File: config.mk
export PLATFORM = sky130hd
export DESIGN_NAME = udp_stack_top
export DESIGN_NICKNAME = d
export VERILOG_FILES = /design/src/hdl/udp_pkg.sv /design/src/hdl/udp_frame_parser.sv /design/src/hdl/udp_port_filter.sv /design/src/hdl/udp_frame_builder.sv /design/src/hdl/udp_stack_top.sv
export SDC_FILE = /design/constraint.sdc
export NUM_CORES = 1
export LEC_CHECK = 0
export BUFFER_PORTS_ARGS = -buffer_cell sky130_fd_sc_hd__buf_4
export CORE_MARGIN = 1
export CORE_UTILIZATION = 55
export CTS_BUF_LIST = sky130_fd_sc_hd__clkbuf_2
export DETAILED_ROUTE_END_ITERATION = 6
export PLACE_DENSITY = 0.85
export SYNTH_ARGS = -nofsm -noshare
export SYNTH_HDL_FRONTEND = slang
export SYNTH_SLANG_ARGS = --single-unit
export TNS_END_PERCENT = 20
File: constraint.sdc
create_clock -name clk -period 11.4 [get_ports clk]
set_input_delay 2.28 -clock clk [delete_from_list [all_inputs] [get_ports clk]]
set_output_delay 2.28 -clock clk [all_outputs]
set_load 0.005 [all_outputs]
File: src/hdl/udp_pkg.sv
`default_nettype none

package udp_pkg;

    // stream and address types
    typedef logic [7:0]  byte_t;
    typedef logic [47:0] mac_t;
    typedef logic [31:0] ip_t;
    typedef logic [15:0] port_t;
    typedef logic [15:0] len_t;

    // header geometry
    localparam int HDR_BYTES     = 42;
    localparam int IP_HDR_BYTES  = 20;
    localparam int UDP_HDR_BYTES = 8;

    // protocol constants
    localparam logic [15:0] ETH_TYPE_IPV4 = 16'h0800;
    localparam byte_t       IP_PROTO_UDP  = 8'd17;
    localparam byte_t       IP_TTL        = 8'd64;

    // decoded header, fields in wire order, first field in the top bits
    typedef struct packed {
        // ethernet
        mac_t        dest_mac;
        mac_t        src_mac;
        logic [15:0] eth_type;
        // ipv4
        byte_t       ver_ihl;
        byte_t       tos;
        logic [15:0] ip_length;
        logic [15:0] ident;
        logic [15:0] flags_frag;
        byte_t       ttl;
        byte_t       protocol;
        logic [15:0] ip_checksum;
        ip_t         src_ip;
        ip_t         dest_ip;
        // udp
        port_t       src_port;
        port_t       dest_port;
        len_t        udp_length;
        logic [15:0] udp_checksum;
    } hdr_fields_t;

    // same 336 bits seen as wire bytes, bytes[0] is the first byte on the wire
    typedef union packed {
        hdr_fields_t                  fields;
        byte_t [0:HDR_BYTES-1]        bytes;
    } hdr_u;

endpackage

`default_nettype wire

File: src/hdl/udp_frame_parser.sv
`default_nettype none

module udp_frame_parser (
    input  wire                  clk,
    input  wire                  rst,

    // byte stream in
    input  wire udp_pkg::byte_t  rx_data,
    input  wire                  rx_valid,
    input  wire                  rx_last,
    output logic                 rx_ready,

    // captured header
    output udp_pkg::hdr_u        hdr,
    output logic                 hdr_done,

    // bytes after the header
    output udp_pkg::byte_t       body_data,
    output logic                 body_valid,
    output logic                 body_last,
    input  wire                  body_ready,

    output logic                 short_last
);

    localparam logic [5:0] HDR_COUNT = 6'(udp_pkg::HDR_BYTES);

    // header bytes taken so far in this frame
    logic [5:0] cnt;
    logic       rx_xfer;

    assign hdr_done = (cnt == HDR_COUNT);

    // header capture always accepts, body follows the filter
    assign rx_ready = hdr_done ? body_ready : 1'b1;
    assign rx_xfer  = rx_valid && rx_ready;

    assign body_data  = rx_data;
    assign body_valid = rx_valid && hdr_done;
    assign body_last  = rx_last;

    // frame ended with the header still open
    assign short_last = rx_xfer && rx_last && !hdr_done;

    always_ff @(posedge clk) begin
        if (rst) begin
            cnt <= '0;
        end else if (rx_xfer) begin
            if (rx_last) begin
                cnt <= '0;
            end else if (!hdr_done) begin
                cnt <= cnt + 6'd1;
            end
        end
    end

    // header bytes land in wire order
    always_ff @(posedge clk) begin
        if (rx_xfer && !hdr_done) begin
            hdr.bytes[cnt] <= rx_data;
        end
    end

    // counter must stop at the header size and never wrap into the body
    cnt_bound_a: assert property (
        @(posedge clk) disable iff (rst)
        cnt <= HDR_COUNT
    );

endmodule

`default_nettype wire

File: src/hdl/udp_port_filter.sv
`default_nettype none

module udp_port_filter #(
    parameter udp_pkg::port_t LOCAL_PORT = 16'd1234
) (
    input  wire                  clk,
    input  wire                  rst,

    input  wire udp_pkg::hdr_u   hdr,
    input  wire                  hdr_done,
    input  wire                  short_last,

    input  wire udp_pkg::byte_t  body_data,
    input  wire                  body_valid,
    input  wire                  body_last,
    output logic                 body_ready,

    output udp_pkg::byte_t       rx_payload_data,
    output logic                 rx_payload_valid,
    output logic                 rx_payload_last,
    input  wire                  rx_payload_ready,
    output udp_pkg::len_t        rx_payload_length
);

    logic match_now;
    logic decided;
    logic deliver_reg;
    logic deliver;

    // ipv4, udp and our port, only meaningful once the header is complete
    assign match_now = hdr_done
                    && (hdr.fields.eth_type  == udp_pkg::ETH_TYPE_IPV4)
                    && (hdr.fields.protocol  == udp_pkg::IP_PROTO_UDP)
                    && (hdr.fields.dest_port == LOCAL_PORT);

    // first beat uses the live match, later beats the stored one
    assign deliver = decided ? deliver_reg : match_now;

    assign rx_payload_data   = body_data;
    assign rx_payload_valid  = body_valid && deliver;
    assign rx_payload_last   = body_last;
    assign rx_payload_length = hdr.fields.udp_length - 16'(udp_pkg::UDP_HDR_BYTES);

    // dropped frames drain at full rate
    assign body_ready = deliver ? rx_payload_ready : 1'b1;

    always_ff @(posedge clk) begin
        if (rst || short_last) begin
            decided     <= 1'b0;
            deliver_reg <= 1'b0;
        end else if (body_valid && body_ready && body_last) begin
            decided     <= 1'b0;
        end else if (body_valid && !decided) begin
            decided     <= 1'b1;
            deliver_reg <= match_now;
        end
    end

    // stored decision must still agree with the header of the frame in flight
    drop_silent_a: assert property (
        @(posedge clk) disable iff (rst)
        rx_payload_valid |-> match_now
    );

endmodule

`default_nettype wire

File: src/hdl/udp_frame_builder.sv
`default_nettype none

module udp_frame_builder #(
    parameter udp_pkg::mac_t  LOCAL_MAC  = 48'h11_22_33_44_55_66,
    parameter udp_pkg::ip_t   LOCAL_IP   = {8'd192, 8'd168, 8'd1, 8'd128},
    parameter udp_pkg::port_t LOCAL_PORT = 16'd1234
) (
    input  wire                  clk,
    input  wire                  rst,

    // header request
    input  wire                  tx_hdr_valid,
    output logic                 tx_hdr_ready,
    input  wire udp_pkg::mac_t   tx_dest_mac,
    input  wire udp_pkg::ip_t    tx_dest_ip,
    input  wire udp_pkg::port_t  tx_dest_port,
    input  wire udp_pkg::len_t   tx_length,

    // payload in
    input  wire udp_pkg::byte_t  tx_payload_data,
    input  wire                  tx_payload_valid,
    input  wire                  tx_payload_last,
    output logic                 tx_payload_ready,

    // frame out
    output udp_pkg::byte_t       eth_tx_data,
    output logic                 eth_tx_valid,
    output logic                 eth_tx_last,
    input  wire                  eth_tx_ready
);

    localparam int ETH_HDR_BYTES =
        udp_pkg::HDR_BYTES - udp_pkg::IP_HDR_BYTES - udp_pkg::UDP_HDR_BYTES;
    localparam logic [5:0] LAST_IDX = 6'(udp_pkg::HDR_BYTES - 1);

    localparam logic [1:0] ST_IDLE = 2'd0;
    localparam logic [1:0] ST_HDR  = 2'd1;
    localparam logic [1:0] ST_PAY  = 2'd2;

    logic [1:0]     state;
    logic [5:0]     idx;
    udp_pkg::hdr_u  hdr_next;
    udp_pkg::hdr_u  hdr_reg;
    udp_pkg::len_t  len_reg;
    udp_pkg::len_t  pay_cnt;
    logic           hdr_xfer;
    logic           pay_xfer;

    // ones-complement sum over the ten ip header words, folded twice
    function automatic logic [15:0] ip_header_sum(input udp_pkg::hdr_u h);
        logic [19:0] sum;
        sum = '0;
        for (int i = 0; i < udp_pkg::IP_HDR_BYTES / 2; i++) begin
            sum = sum + 20'({h.bytes[ETH_HDR_BYTES + 2 * i],
                             h.bytes[ETH_HDR_BYTES + 2 * i + 1]});
        end
        sum = {4'd0, sum[15:0]} + {16'd0, sum[19:16]};
        sum = {4'd0, sum[15:0]} + {16'd0, sum[19:16]};
        return ~sum[15:0];
    endfunction

    // ident, flags and udp checksum stay zero from the clear
    always_comb begin
        hdr_next                    = '0;
        hdr_next.fields.dest_mac    = tx_dest_mac;
        hdr_next.fields.src_mac     = LOCAL_MAC;
        hdr_next.fields.eth_type    = udp_pkg::ETH_TYPE_IPV4;
        hdr_next.fields.ver_ihl     = 8'h45;
        hdr_next.fields.ip_length   =
            tx_length + 16'(udp_pkg::IP_HDR_BYTES + udp_pkg::UDP_HDR_BYTES);
        hdr_next.fields.ttl         = udp_pkg::IP_TTL;
        hdr_next.fields.protocol    = udp_pkg::IP_PROTO_UDP;
        hdr_next.fields.src_ip      = LOCAL_IP;
        hdr_next.fields.dest_ip     = tx_dest_ip;
        hdr_next.fields.src_port    = LOCAL_PORT;
        hdr_next.fields.dest_port   = tx_dest_port;
        hdr_next.fields.udp_length  = tx_length + 16'(udp_pkg::UDP_HDR_BYTES);
        // checksum word is still zero here
        hdr_next.fields.ip_checksum = ip_header_sum(hdr_next);
    end

    assign tx_hdr_ready     = (state == ST_IDLE);
    assign tx_payload_ready = (state == ST_PAY) && eth_tx_ready;

    assign eth_tx_valid = (state == ST_HDR) || ((state == ST_PAY) && tx_payload_valid);
    assign eth_tx_data  = (state == ST_HDR) ? hdr_reg.bytes[0] : tx_payload_data;
    assign eth_tx_last  = (state == ST_PAY) && tx_payload_last;

    assign hdr_xfer = (state == ST_HDR) && eth_tx_ready;
    assign pay_xfer = tx_payload_valid && tx_payload_ready;

    always_ff @(posedge clk) begin
        if (rst) begin
            state <= ST_IDLE;
            idx   <= '0;
        end else begin
            case (state)
                ST_IDLE: begin
                    if (tx_hdr_valid) begin
                        state <= ST_HDR;
                        idx   <= '0;
                    end
                end
                ST_HDR: begin
                    if (hdr_xfer) begin
                        idx <= idx + 6'd1;
                        if (idx == LAST_IDX) begin
                            state <= ST_PAY;
                        end
                    end
                end
                ST_PAY: begin
                    if (pay_xfer && tx_payload_last) begin
                        state <= ST_IDLE;
                    end
                end
                default: state <= ST_IDLE;
            endcase
        end
    end

    // header load, then one byte out of the front per transfer
    always_ff @(posedge clk) begin
        if (tx_hdr_valid && tx_hdr_ready) begin
            hdr_reg <= hdr_next;
            len_reg <= tx_length;
            pay_cnt <= '0;
        end else begin
            if (hdr_xfer) begin
                hdr_reg.bytes <= {hdr_reg.bytes[1:udp_pkg::HDR_BYTES-1], 8'h00};
            end
            if (pay_xfer) begin
                pay_cnt <= pay_cnt + 16'd1;
            end
        end
    end

    // user payload must match the length promised in the request
    pay_len_a: assert property (
        @(posedge clk) disable iff (rst)
        (pay_xfer && tx_payload_last) |-> (pay_cnt + 16'd1 == len_reg)
    );

endmodule

`default_nettype wire

File: src/hdl/udp_stack_top.sv
`default_nettype none

module udp_stack_top #(
    parameter udp_pkg::mac_t  LOCAL_MAC  = 48'h11_22_33_44_55_66,
    parameter udp_pkg::ip_t   LOCAL_IP   = {8'd192, 8'd168, 8'd1, 8'd128},
    parameter udp_pkg::port_t LOCAL_PORT = 16'd1234
) (
    input  wire                  clk,
    input  wire                  rst,

    // receive frame in
    input  wire udp_pkg::byte_t  rx_data,
    input  wire                  rx_valid,
    input  wire                  rx_last,
    output wire                  rx_ready,

    // receive payload out
    output wire udp_pkg::byte_t  rx_payload_data,
    output wire                  rx_payload_valid,
    output wire                  rx_payload_last,
    output wire udp_pkg::len_t   rx_payload_length,
    input  wire                  rx_payload_ready,

    // transmit request
    input  wire                  tx_hdr_valid,
    input  wire udp_pkg::mac_t   tx_dest_mac,
    input  wire udp_pkg::ip_t    tx_dest_ip,
    input  wire udp_pkg::port_t  tx_dest_port,
    input  wire udp_pkg::len_t   tx_length,
    output wire                  tx_hdr_ready,

    // transmit payload in
    input  wire udp_pkg::byte_t  tx_payload_data,
    input  wire                  tx_payload_valid,
    input  wire                  tx_payload_last,
    output wire                  tx_payload_ready,

    // transmit frame out
    output wire udp_pkg::byte_t  eth_tx_data,
    output wire                  eth_tx_valid,
    output wire                  eth_tx_last,
    input  wire                  eth_tx_ready
);

    // parser to filter
    wire udp_pkg::hdr_u   hdr;
    wire                  hdr_done;
    wire                  short_last;
    wire udp_pkg::byte_t  body_data;
    wire                  body_valid;
    wire                  body_last;
    wire                  body_ready;

    udp_frame_parser udp_frame_parser_i (
        .clk        (clk),
        .rst        (rst),
        .rx_data    (rx_data),
        .rx_valid   (rx_valid),
        .rx_last    (rx_last),
        .rx_ready   (rx_ready),
        .hdr        (hdr),
        .hdr_done   (hdr_done),
        .body_data  (body_data),
        .body_valid (body_valid),
        .body_last  (body_last),
        .body_ready (body_ready),
        .short_last (short_last)
    );

    udp_port_filter #(
        .LOCAL_PORT (LOCAL_PORT)
    ) udp_port_filter_i (
        .clk               (clk),
        .rst               (rst),
        .hdr               (hdr),
        .hdr_done          (hdr_done),
        .short_last        (short_last),
        .body_data         (body_data),
        .body_valid        (body_valid),
        .body_last         (body_last),
        .body_ready        (body_ready),
        .rx_payload_data   (rx_payload_data),
        .rx_payload_valid  (rx_payload_valid),
        .rx_payload_last   (rx_payload_last),
        .rx_payload_ready  (rx_payload_ready),
        .rx_payload_length (rx_payload_length)
    );

    // transmit side runs on its own
    udp_frame_builder #(
        .LOCAL_MAC  (LOCAL_MAC),
        .LOCAL_IP   (LOCAL_IP),
        .LOCAL_PORT (LOCAL_PORT)
    ) udp_frame_builder_i (
        .clk              (clk),
        .rst              (rst),
        .tx_hdr_valid     (tx_hdr_valid),
        .tx_hdr_ready     (tx_hdr_ready),
        .tx_dest_mac      (tx_dest_mac),
        .tx_dest_ip       (tx_dest_ip),
        .tx_dest_port     (tx_dest_port),
        .tx_length        (tx_length),
        .tx_payload_data  (tx_payload_data),
        .tx_payload_valid (tx_payload_valid),
        .tx_payload_last  (tx_payload_last),
        .tx_payload_ready (tx_payload_ready),
        .eth_tx_data      (eth_tx_data),
        .eth_tx_valid     (eth_tx_valid),
        .eth_tx_last      (eth_tx_last),
        .eth_tx_ready     (eth_tx_ready)
    );

endmodule

`default_nettype wire

# [Word-level counts from Yosys, hierarchy flattened]
# Index checks and enable logic that the tools add are counted.
[op_classes] add_sub_neg=13 order_cmp=2 eq_ne=12 muxes=19 n_bitwise=3 reduce_logical=32
[op_table] cell="$mux W336" count=2
[op_table] cell="$bwmux W336" count=1
[op_table] cell="$demux W8 S6" count=1
[op_table] cell="$add A20 B16 Y20" count=2
[op_table] cell="$mux W6" count=4
[op_table] cell="$add A20 B15 Y20 const B" count=1
[op_table] cell="$add A20 B16 Y20 const B" count=1
[op_table] cell="$add A20 B9 Y20 const B" count=1
[op_table] cell="$logic_and A1 B1 Y1" count=20
[op_table] cell="$add A15 B16 Y17 const A" count=1
[op_table] cell="$add A16 B4 Y17" count=1
[op_table] cell="$add A16 B4 Y16" count=1
[op_table] cell="$add A16 B4 Y16 const B" count=1
[op_table] cell="$add A16 B5 Y16 const B" count=1
[op_table] cell="$eq A16 B11 Y1 const B" count=1
[op_table] cell="$eq A16 B12 Y1 const B" count=1
[op_table] cell="$mux W8" count=2
[op_table] cell="$not A16 Y16" count=1
[op_table] cell="$sub A16 B4 Y16 const B" count=1
[op_table] cell="$add A6 B1 Y6 const B" count=2
[op_table] cell="$eq A6 B6 Y1 const B" count=2
[op_table] cell="$pmux W6 S2" count=1
[op_table] cell="$eq A8 B5 Y1 const B" count=1
[op_table] cell="$mux W2" count=4
[op_table] cell="other kinds (18)" count=27
[word_totals] regBits=672 out_inout_bits=39

# [Logic depth before layout (Yosys ltp)]
# Gate-level depths: netlist of the first run.
[depth] depth_word=12 ltp_mapped=39 depth_no_buf=39

# [By module]
# Synthesis of the first run repeated with hierarchy kept, for this count alone.
[unflattened] cells_unflattened=1776 area_unflattened_um2=25797.2
[by_module_without_submodules] module="udp_frame_builder" n_inst=1 cells_each=1240 area_each_um2=14368.8 seq_area_each_um2=8007.7
[by_module_without_submodules] module="udp_frame_parser" n_inst=1 cells_each=457 area_each_um2=10864.2 seq_area_each_um2=10209.8
[by_module_without_submodules] module="udp_port_filter" n_inst=1 cells_each=79 area_each_um2=564.3 seq_area_each_um2=40.0

# [Worst setup path before layout of the first run]
# OpenSTA, ideal clock, no wires.
[synth_path] path_type="input to register" startpoint="in tx_length[2]" endpoint="reg udp_frame_builder_i.hdr_reg[140] (netlist bit), data pin" arrival_time_ns=8.981 required_ns=11.133 setup_slack_ns=2.152 cell_stages=38 path_buffers=0 cell_sequence="inv_1 > ha_1 > inv_1 > o21ai_0 > nor2_1 > xnor2_1 > inv_1 > ha_1 > inv_1 > ha_1 > inv_1 > fa_1 > ha_1 > a211oi_1 > a21oi_1 > or2_2 > o21ai_0 > a21oi_1 > (+2 left out) > a21oi_1 > xor2_1 > fa_1 > a21oi_1 > nor2_1 > and3_1 > nand3_2 > nor4_1 > nand2_1 > nor2_1 > ha_1 > ha_1 > nand3_1 > nor3b_1 > o211ai_1 > a21boi_0 > xor2_1 > o21ai_0"
[synth_via] elab_chain_len=11
[synth_lines] element="start, declared" line_no="udp_stack_top.sv:29" rtl="input wire udp_pkg::len_t tx_length,"
[synth_lines] element="$add A16 B5 Y16" line_no="udp_frame_builder.sv:70" rtl="tx_length + 16'(udp_pkg::IP_HDR_BYTES + udp_pkg::UDP_HDR_BYTES);"
[synth_lines] element="$add A15 B16 Y17" line_no="udp_frame_builder.sv:54" rtl="sum = sum + 20'({h.bytes[ETH_HDR_BYTES + 2 * i],"
[synth_lines] element="$add A20 B15 Y20" line_no="udp_frame_builder.sv:54"
[synth_lines] element="$add A20 B16 Y20" line_no="udp_frame_builder.sv:54"
[synth_lines] element="$add A20 B9 Y20" line_no="udp_frame_builder.sv:54"
[synth_lines] element="$add A20 B16 Y20 (2 in a row)" line_no="udp_frame_builder.sv:54"
[synth_lines] element="$add A16 B4 Y17" line_no="udp_frame_builder.sv:57" rtl="sum = {4'd0, sum[15:0]} + {16'd0, sum[19:16]};"
[synth_lines] element="$add A16 B4 Y16" line_no="udp_frame_builder.sv:58" rtl="sum = {4'd0, sum[15:0]} + {16'd0, sum[19:16]};"
[synth_lines] element="$not A16 Y16" line_no="udp_frame_builder.sv:59" rtl="return ~sum[15:0];"
[synth_lines] element="$mux W336" line_no="udp_frame_builder.sv:124" rtl="if (tx_hdr_valid && tx_hdr_ready) begin"
[synth_lines] element="end signal, assigned" line_no="udp_frame_builder.sv:125" rtl="hdr_reg <= hdr_next;"
[synth_lines] element="end, declared" line_no="udp_frame_builder.sv:43" rtl="udp_pkg::hdr_u hdr_reg;"
# Every way passes these cells.
# A chain may end at the register's enable or synchronous reset.

# [Final worst setup path of the first run]
[layout_path] startpoint="in tx_length[3]" endpoint="reg udp_frame_builder_i.hdr_reg[140] (netlist bit), data pin"
# The elaborated chain is that of the path after synthesis.

==> results of run 1 <==
==> synth_stat cells (all sizes together) (8+ instances only) <==
| cell type | instances | share of area |
|---|---|---|
| ha | 50 | 0.037 |
| clkbuf | 68 | 0.015 |
| xnor2 | 38 | 0.020 |
| o21ai | 68 | 0.020 |
| nor3 | 19 | 0.0057 |
| a21oi | 19 | 0.0057 |
| dfxtp | 192 | 0.23 |
| and3 | 10 | 0.0037 |
| nand2 | 85 | 0.019 |
| nand4 | 11 | 0.0050 |
| mux2 | 9 | 0.0060 |
| a21o | 8 | 0.0036 |
| nor4b | 8 | 0.0042 |
| nor2 | 63 | 0.014 |
| nor4 | 10 | 0.0041 |
| edfxtp | 200 | 0.36 |
| buf | 25 | 0.0091 |
| inv | 59 | 0.013 |
| nand3 | 18 | 0.0057 |
| xor2 | 38 | 0.020 |
| o22a | 37 | 0.019 |
| a22o | 220 | 0.11 |
| nor2b | 8 | 0.0034 |
| and2 | 9 | 0.0034 |
| fa | 17 | 0.020 |
==> final timing paths <==
kind | from | end | cells after the start
max | tx_length[3] | udp_frame_builder_i.hdr_reg[140] | 39
min | udp_frame_builder_i.hdr_reg[264] | udp_frame_builder_i.hdr_reg[272] | 1
max reg2reg | udp_frame_builder_i.state[0] | udp_frame_builder_i.hdr_reg[194] | 7
min reg2reg | udp_frame_builder_i.hdr_reg[264] | udp_frame_builder_i.hdr_reg[272] | 1
==> metal layers <==
metal,up-vias,track usage
li1,5564,-
met2,383,0.381
met3,71,0.0509
met4,0,0.0945
met5,-,0
met1,5665,0.305
==> critical path, delay by kind of cell <==
| family | cells | cell delay, ps |
|---|---|---|
| compound gates | 11 | 1880 |
| xor+xnor | 3 | 670 |
| fa+ha+maj | 8 | 2130 |
| buf+inv | 5 | 400 |
| simple gates | 12 | 2600 |
==> cells by family (layout without fill, tap and decap cells) <==
group                      count (synthesis)  after routing
DFF                                      392            392
AOI/OAI and AO/OA                        391            391
and+or+nand+nor                          278            278
buffers and inverters                    152            415
xor gates and xnor gates                  76             76
adders and majority gates                 67             67
muxes                                     14             14
other                                      0              1
==> report_power, final <==
part	leakage, uW	internal [uW]	switching [uW]
clock	0.000670	378	553
combinational	0.00351	316	460
sequential	0.00353	1610	48.1
total	0.00771	2300	1060
==> metrics by stage <==
stage	cell area [um2]	setup WS (ps)	total power, uW	util
2_1_floorplan	16800	2150	2240	-
3_3_place_gp	18300	1470	2430	0.613
3_5_place_dp	18300	1170	2450	0.613
4_1_cts	19200	2100	3380	0.643
5_1_grt	19200	1240	3550	0.643
6_report	19200	2050	3360	0.643
==> layout make-up <==
type	instances	area (um2)
Clock buffer	139	696
Multi-Input combinational cell	826	6320
Clock inverter	33	205
Sequential cell	392	9850
Inverter	59	226
Timing Repair Buffer	184	1380
Tap cell	390	488
Fill cell	2258	10600
Antenna cell	1	2.50
==> summary.txt, run 1 <==
Drt
  • DRC violations left: 0
  • Met3 WL post-DR: 2270 um
  • Avg WL per Cell: 18.2 um
  • DR iter-0 viols: 812
  • Vias: 11.7k
  • Avg Vias per Cell: 5.77
  • WL final: 36,700 um
  • Routed length on met2: 18,000 um
  • Drt first pass iters: 5
  • Post-route ant nets: 0
  • DRT met1 WL: 15,500 um
  • Highest Signal Layer: met4

Timing
  • RSZ-0062 raised after global routing: false
  • Final min period: 9350 ps
  • Fmax: 107 MHz
  • Fin Hold WS: 422 ps
  • Fin Setup TNS: 0 ps
  • Final setup violation count: 0
  • Final Max Tran Viols: 0
  • Worst slew margin: 0.190
  • Final worst-path cycle share: 0.820
  • Final Hold Viols: 0
  • Max Clock Skew: 101 ps
  • Worst Tran Pin Value: 1210 ps

GRT
  • Number of global-route vias before repair: 11.7k
  • Grt ovf: 0
  • Largest net degree at the start of global routing: 103
  • Initial antenna violation count: 1
  • First-pass GRT wire length: 58,000 um
  • Total GRT Usage: 0.235

Cells and area
  • Layout cells sized above 1: 0.224
  • Area Growth Syn to Fin: 14.2%
  • Commonest non-fill, non-tap cell in the layout: a22o_1
  • Most frequent cells in the layout: a22o_1, edfxtp_1, dfxtp_1
  • Nets@finish: 1,759
  • Largest register FFs: 320
  • Post-Layout Cell Count: 2,024

Logic synthesis
  • Largest family of logic cells by synthesized area: compound AO/OA/AOI/OAI gates
  • Compound-cell area share of the yosys netlist: 0.184
  • Top_reg_cell synth: edfxtp_1
  • Syn Std Cell Area: 16,800 um2
  • Post-synthesis simple-gate area fraction: 0.0847
  • XOR/XNOR share of the synthesized area: 0.0401
  • Mux share of post-synthesis cell area: 0.00902
  • Mean post-synth cell area: 12.3 um2
  • Post-synthesis adder-cell area fraction: 0.0575
  • Syn Inst Count: 1,370
  • Net Count, Synth: 1,574
  • Synth cell types: 72
  • Yosys warns: 0
  • Ys async rst share: 0
  • Post-synthesis sequential area ratio: 0.587
  • Number of flops mapped to enable cells by yosys: 200
  • Synth Register Bits: 392

Setup path
  • Critical path's slowest cell: fa_1
  • Reg-to-reg slack, setup: 7370 ps
  • CP dominant cell by count: ha_1
  • CP max stage delay: 460 ps
  • Arrival time worst endpoint: 9960 ps
  • Critical path fanouts, max: 6
  • Critical path class: input pin to register
  • Element type at the critical path start: input pin
  • Critical path capture point type: register
  • WP data required: 12,010 ps

Floorplanning
  • Die area: 31,200 um2
  • Core Area: 29,800 um2
  • Initial Util: 0.563
  • I/O pins: 176
  • Die width: 177 um
  • Cell row count: 63
  • Die height: 177 um

Clock tree
  • Root Buffer Master: clkbuf_2
  • CTS Buf Count: 92
  • Setup repair bufs after CTS: 0
  • H-tree depth: 3
  • Clock sink total: 392
  • CTS tree: yes
  • Post-CTS resize count: 0
  • Skew-Pair Late Insertion Delay: 930 ps
  • Clock slew at the register clock pins of the worst setup and hold paths: 130 ps
  • Hold buffers post-CTS: 0
  • Clock Tree Buf Depth: 3

Pwr
  • Pwr Density: 175 nW/um2
  • Static leakage: 0.00771 uW
  • Worst vdd rail ir drop: 0.0000824 V

Placed design
  • IO Port Bufs: 175
  • Routability congestion estimate: 0.910
  • Inst Count DP: 1,851
  • Post-DP HPWL: 24,900 um

Hold path
  • Min-delay worst type: register to register

Run
  • MaxCap Viol Count: 0

Status
  • Outcome: complete, no violations
Note: power is estimated with default switching activity, not from simulation.
==> run 2, diff against run 1 <==
Settings changed: PLACE_DENSITY 0.85 to 0.88.
Clock period 11.4 ns to 8.4 ns, I/O delays scaled along.
==> run 2 against run 1 <==
Compared with the run above:
- worst hold slack better by 45 ps
- cell count grew 2.1%
- total power rose by 37%
- register-to-register slack got worse by 2700 ps
- setup slack got worse by 1400 ps
- core utilization increased by 0.95 points
- sequential power increased by 36%
==> summary.txt, run 2 (synthesis results as in run 1) <==
Setup path
  • Critical path fanouts, max: 5 (-1)
  • CP dominant cell by count: ha_1
  • Critical path class: input pin to register
  • Element type at the critical path start: input pin
  • Critical path's slowest cell: fa_1
  • Crit path buffers/inverters: 3 (-2)
  • CP max stage delay: 440 ps (-20 ps)
  • Arrival time worst endpoint: 8370 ps (-1590 ps)
  • Crit path max-delay family: adder cells
  • WP data required: 9040 ps (-2970 ps)
  • Critical path capture point type: register

Cells and area
  • Most frequent cells in the layout: buf_4, a22o_1, edfxtp_1
  • Layout cells sized above 1: 0.246 (+0.0225)
  • Area Growth Syn to Fin: 15.9%
  • Largest register FFs: 320 (unchanged)
  • Post-Layout Cell Count: 2,066 (+2.1%)
  • Nets@finish: 1,800 (+2.3%)
  • # fillers: 2,165 (-4.1%)
  • Commonest non-fill, non-tap cell in the layout: buf_4

Clock tree
  • Clock sink total: 392 (unchanged)
  • Root Buffer Master: clkbuf_2
  • Clock Tree Buf Depth: 3 (unchanged)
  • CTS Buf Count: 94 (+2.2%)
  • Setup repair bufs after CTS: 0 (unchanged)
  • H-tree depth: 3 (unchanged)
  • Hold buffers post-CTS: 0 (unchanged)
  • Skew-Pair Late Insertion Delay: 920 ps (about the same)
  • Clock slew at the register clock pins of the worst setup and hold paths: 110 ps (-20 ps)
  • CTS tree: yes
  • Post-CTS resize count: 0 (unchanged)

Timing
  • Final Max Tran Viols: 0 (unchanged)
  • Worst slew margin: 0.164 (-0.0257)
  • Final setup violation count: 0 (unchanged)
  • Final worst-path cycle share: 0.919
  • Fin Setup TNS: 0 ps (unchanged)
  • Worst Slack Setup Final: 677 ps (-1370 ps)
  • Max Clock Skew: 62.0 ps (-38.8 ps)
  • Final Hold Viols: 0 (unchanged)
  • Fmax: 129 MHz
  • Worst Tran Pin Value: 1240 ps (+38.2 ps)
  • RSZ-0062 raised after global routing: false
  • Final min period: 7720 ps

Pwr
  • Sequential share of power: 0.488 (-0.004)
  • Power consumption: 4610 uW (+37%)
  • Pwr Density: 237 nW/um2 (+35%)
  • Internal: 3140 uW (+36%)
  • Worst vdd rail ir drop: 0.000130 V (+57%)
  • Static leakage: 0.00790 uW (+2.5%)
  • Sw Ratio: 0.320 (+0.00450)
  • Clock share of power: 0.266 (-0.011)
  • Comb power frac: 0.247 (+0.016)
  • Net Sw Power: 1480 uW (+39%)

Placed design
  • Routability congestion estimate: 0.955 (+4.9%)
  • Inst Count DP: 1,890 (+2.1%)
  • Post-DP HPWL: 25,900 um (+4.2%)
  • Setup slack at placement: -236 ps (-1400 ps)
  • IO Port Bufs: 175 (unchanged)

Drt
  • Post-route ant nets: 0 (unchanged)
  • Drt first pass iters: 5 (unchanged)
  • Avg Vias per Cell: 5.80 (+0.48%)
  • Vias: 12.0k (+2.6%)
  • DRC violations left: 0 (unchanged)
  • Avg WL per Cell: 18.3 um (+0.89%)
  • WL final: 37,800 um (+3.0%)
  • DR iter-0 viols: 876 (+7.9%)

Floorplanning
  • Cell row count: 63 (unchanged)
  • Die width: 177 um (unchanged)
  • I/O pins: 176 (unchanged)
  • Initial Util: 0.563 (unchanged)
  • Core Area: 29,800 um2 (unchanged)
  • Die height: 177 um (unchanged)
  • Die area: 31,200 um2 (unchanged)

Status
  • Outcome: complete, no violations

GRT
  • Largest net degree at the start of global routing: 127 (+23%)
  • Grt ovf: 0 (unchanged)
  • Initial antenna violation count: 1 (unchanged)
  • First-pass GRT wire length: 59,500 um (+2.6%)
  • Number of global-route vias before repair: 11.7k (+0.43%)
  • Total GRT Usage: 0.241 (+0.00689)

Hold path
  • Min-delay worst type: register to register

Run
  • MaxCap Viol Count: 0 (unchanged)
## run 2: cell count changes in the layout (fill, tap and decap cells not counted), moves of 2 or more
cell | previous run | this run
buf_4 | 184 | 223
clkbuf_2 | 139 | 144
clkinv_1 | 24 | 21
bufinv_16 | 2 | 0
## run 2: area by class of cell
class	instances	area (um2)	area share
sequential	392	9850	0.506
multi-input combinational	826	6330	0.325
timing repair buffer	223	1670	0.0861
clock buffer	144	721	0.0371
tap	390	488	0.0251
inverter	59	226	0.0116
clock inverter	31	160	0.00823
antenna	1	2.50	0.000129
## run 2: metrics by stage
step | cell area [um2] | util | hold WS [ps]
global route | 19500 | 0.653 | 432
global placement | 18600 | 0.623 | 444
detailed placement | 18600 | 0.623 | 452
finish | 19500 | 0.653 | 467
floorplan | 16800 | - | 436
CTS | 19400 | 0.653 | 445
## run 2: power groups by stage
stage / Sequential (uW) / Combinational, uW / Clock, uW
floorplan: 2270 / 771 / 0
global placement: 2280 / 1100 / 0
detailed placement: 2290 / 1120 / 0
CTS: 2250 / 1130 / 1250
global route: 2260 / 1240 / 1350
finish: 2250 / 1140 / 1230
## run 2: final timing paths
check / start / endpoint / slack, ps / cells past startpoint
hold reg to reg: udp_frame_builder_i.hdr_reg[93] / udp_frame_builder_i.hdr_reg[101] / 470 / 1
setup / recovery: tx_length[3] / udp_frame_builder_i.hdr_reg[140] / 680 / 40
hold / removal: udp_frame_builder_i.hdr_reg[93] / udp_frame_builder_i.hdr_reg[101] / 470 / 1
setup reg to reg: udp_frame_builder_i.state[0] / udp_frame_builder_i.hdr_reg[90] / 4690 / 6
## run 2: per-layer routing
| layer | up-vias | part of all wire | global-route usage |
|---|---|---|---|
| met3 | 63 | 0.066 | 0.0460 |
| met5 | - | 0 | 0 |
| met4 | 0 | 0.021 | 0.0826 |
| li1 | 5630 | - | - |
| met1 | 5798 | 0.42 | 0.317 |
| met2 | 492 | 0.50 | 0.400 |
==> run 3, diff against run 2 <==
Settings changed: CELL_PAD_IN_SITES_DETAIL_PLACEMENT set to 0, CELL_PAD_IN_SITES_GLOBAL_PLACEMENT set to 1, CORE_UTILIZATION 55 to 45, PLACE_DENSITY 0.88 to 0.89, SLEW_MARGIN set to 10.
==> run 3 against run 2 <==
Compared with the run above:
- core utilization down 12 points
- design area up 1.2%
- cell count up 4.5%
- combinational power about the same
- via count down 2.3%
- clock power up 3%
- clock skew up 59 ps
- critical path type unchanged
==> summary.txt, run 3 (synthesis results as in run 1) <==
Drt
  • WL final: 37,700 um (-0.38%)
  • Avg Vias per Cell: 5.42 (-6.5%)
  • Drt first pass iters: 5 (unchanged)
  • Vias: 11.7k (-2.3%)
  • DR iter-0 viols: 733 (-16%)
  • Post-route ant nets: 0 (unchanged)
  • DRC violations left: 0 (unchanged)
  • Avg WL per Cell: 17.5 um (-4.6%)

GRT
  • Met2 usage: 0.313 (-0.0871)
  • Gr busiest metal: met2
  • Total GRT Usage: 0.197 (-0.0440)
  • Met3 GRT Util: 0.0468 (+0.000843)
  • First-pass GRT wire length: 59,800 um (+0.53%)
  • M1 GR Usage: 0.262 (-0.0552)
  • Number of global-route vias before repair: 11.6k (-1.5%)
  • Largest net degree at the start of global routing: 113 (-11%)
  • Initial antenna violation count: 2 (+1)
  • Grt ovf: 0 (unchanged)

Cells and area
  • Post-Layout Cell Count: 2,158 (+4.5%)
  • Most frequent cells in the layout: buf_4, a22o_1, edfxtp_1
  • Fin util: 0.536 (-0.116)
  • Largest register FFs: 320 (unchanged)
  • # fillers: 3,182 (+47%)
  • Layout cells sized above 1: 0.248 (+0.00240)
  • Nets@finish: 1,810 (+0.56%)
  • Area Growth Syn to Fin: 17.3%
  • Commonest non-fill, non-tap cell in the layout: buf_4

Clock tree
  • Clock slew at the register clock pins of the worst setup and hold paths: 110 ps (about the same)
  • CTS Buf Count: 94 (unchanged)
  • CTS tree: yes
  • Root Buffer Master: clkbuf_2
  • Clock sink total: 392 (unchanged)
  • Clock Tree Buf Depth: 3 (unchanged)
  • Setup repair bufs after CTS: 0 (unchanged)
  • Hold buffers post-CTS: 0 (unchanged)
  • Skew-Pair Late Insertion Delay: 1010 ps (+90 ps)
  • H-tree depth: 3 (unchanged)

Placed design
  • Setup slack at placement: -498 ps (-262 ps)
  • IO Port Bufs: 175 (unchanged)
  • Routability congestion estimate: 0.895 (-6.3%)
  • Inst Count DP: 1,978 (+4.7%)
  • Post-DP HPWL: 25,500 um (-1.7%)

Floorplanning
  • Initial Util: 0.457 (-0.106)
  • Die area: 38,100 um2 (+22%)
  • I/O pins: 176 (unchanged)
  • Die width: 195 um (+10%)
  • Core Area: 36,700 um2 (+23%)
  • Cell row count: 70 (+11%)
  • Die height: 195 um (+10%)

Setup path
  • CP max stage delay: 450 ps (about the same)
  • Critical path class: input pin to register
  • Element type at the critical path start: input pin
  • Critical path fanouts, max: 4 (-1)
  • Critical path's slowest cell: fa_1
  • WP data required: 9090 ps (+50 ps)
  • CP dominant cell by count: ha_1
  • Arrival time worst endpoint: 8460 ps (+90 ps)
  • Critical path capture point type: register

Timing
  • Worst slew margin: 0.217 (+0.0531)
  • Fmax: 129 MHz (-0.73%)
  • Worst Tran Pin Value: 1160 ps (-79.0 ps)
  • Final Hold Viols: 0 (unchanged)
  • Max Clock Skew: 121 ps (+59.4 ps)
  • Final setup violation count: 0 (unchanged)
  • RSZ-0062 raised after global routing: false
  • Worst Slack Setup Final: 621 ps (-56.7 ps)
  • Final worst-path cycle share: 0.926 (+0.00675)
  • Fin Setup TNS: 0 ps (unchanged)
  • Final Max Tran Viols: 0 (unchanged)
  • Final min period: 7780 ps (+56.7 ps)

Run
  • MaxCap Viol Count: 0 (unchanged)

Pwr
  • Static leakage: 0.00797 uW (+0.83%)
  • Pwr Density: 238 nW/um2 (+0.29%)
  • Sw Ratio: 0.319 (-0.000607)
  • Comb power frac: 0.248 (about the same)
  • Worst vdd rail ir drop: 0.000116 V (-11%)
  • Net Sw Power: 1500 uW (+1.3%)
  • Internal: 3190 uW (+1.6%)
  • Sequential share of power: 0.480 (-0.008)
  • Clock share of power: 0.272 (+0.006)

Status
  • Outcome: complete, no violations

Hold path
  • Min-delay worst type: register to register
[run 3: cell types whose count changed in the layout (fill, tap and decap cells not counted), moves of 2 or more]
cell and delta:
diode_2 +2, bufinv_16 +2, buf_4 +10, clkinv_2 +5, clkbuf_2 -12, clkinv_1 +7
[run 3: stage by stage]
stage                     total power, uW  cell area, um2  hold WS, ps
after floorplan                      3040           16800          436
after global placement               3420           18700          443
after detailed placement             3440           18700          451
after CTS                            4720           19700          395
after global routing                 4960           19700          424
final                                4680           19700          412
[run 3: metal layers]
metal | share of wire | up-vias
met5 | 0 | -
met1 | 0.44 | 5592
met3 | 0.066 | 70
li1 | - | 5655
met2 | 0.47 | 386
met4 | 0.025 | 0
[run 3: power by group through the flow]
stage	sequential (uW)	combinational, uW	clock, uW
6_report	2250	1160	1270
4_1_cts	2250	1150	1320
3_5_place_dp	2290	1150	0
2_1_floorplan	2270	771	0
3_3_place_gp	2290	1130	0
5_1_grt	2260	1280	1420
[run 3: repair_timing]
item                                    CTS  global route
gates resized for setup                   0             3
hold endpoints to repair                  0             0
endpoints found under the setup margin    0             4
[run 3: worst max-delay path, delay by kind of cell]
| family | cells | cell delay (ps) |
|---|---|---|
| xor gates and xnor gates | 4 | 810 |
| buffers and inverters | 3 | 220 |
| adders and majority gates | 8 | 2050 |
| and+or+nand+nor | 12 | 2160 |
| AOI/OAI and AO/OA | 11 | 1530 |
[run 3: worst paths after layout]
| path | from | endpoint | slack, ps | cells after the start |
|---|---|---|---|---|
| hold / removal | udp_frame_builder_i.hdr_reg[275] | udp_frame_builder_i.hdr_reg[283] | 410 | 1 |
| setup reg to reg | udp_frame_builder_i.state[0] | udp_frame_builder_i.hdr_reg[69] | 4780 | 6 |
| setup / recovery | tx_length[3] | udp_frame_builder_i.hdr_reg[140] | 620 | 38 |
| hold reg to reg | udp_frame_builder_i.hdr_reg[275] | udp_frame_builder_i.hdr_reg[283] | 410 | 1 |
[run 3: layout make-up]
class / instances / area (um2) / area share
flip-flops and latches: 392 / 9850 / 0.500
diodes: 3 / 7.51 / 0.000381
inverters: 59 / 226 / 0.0115
clock inverters: 45 / 259 / 0.0132
multi-input cells: 826 / 6350 / 0.322
well taps: 468 / 586 / 0.0297
repair buffers: 233 / 1750 / 0.0889
clock buffers: 132 / 661 / 0.0336
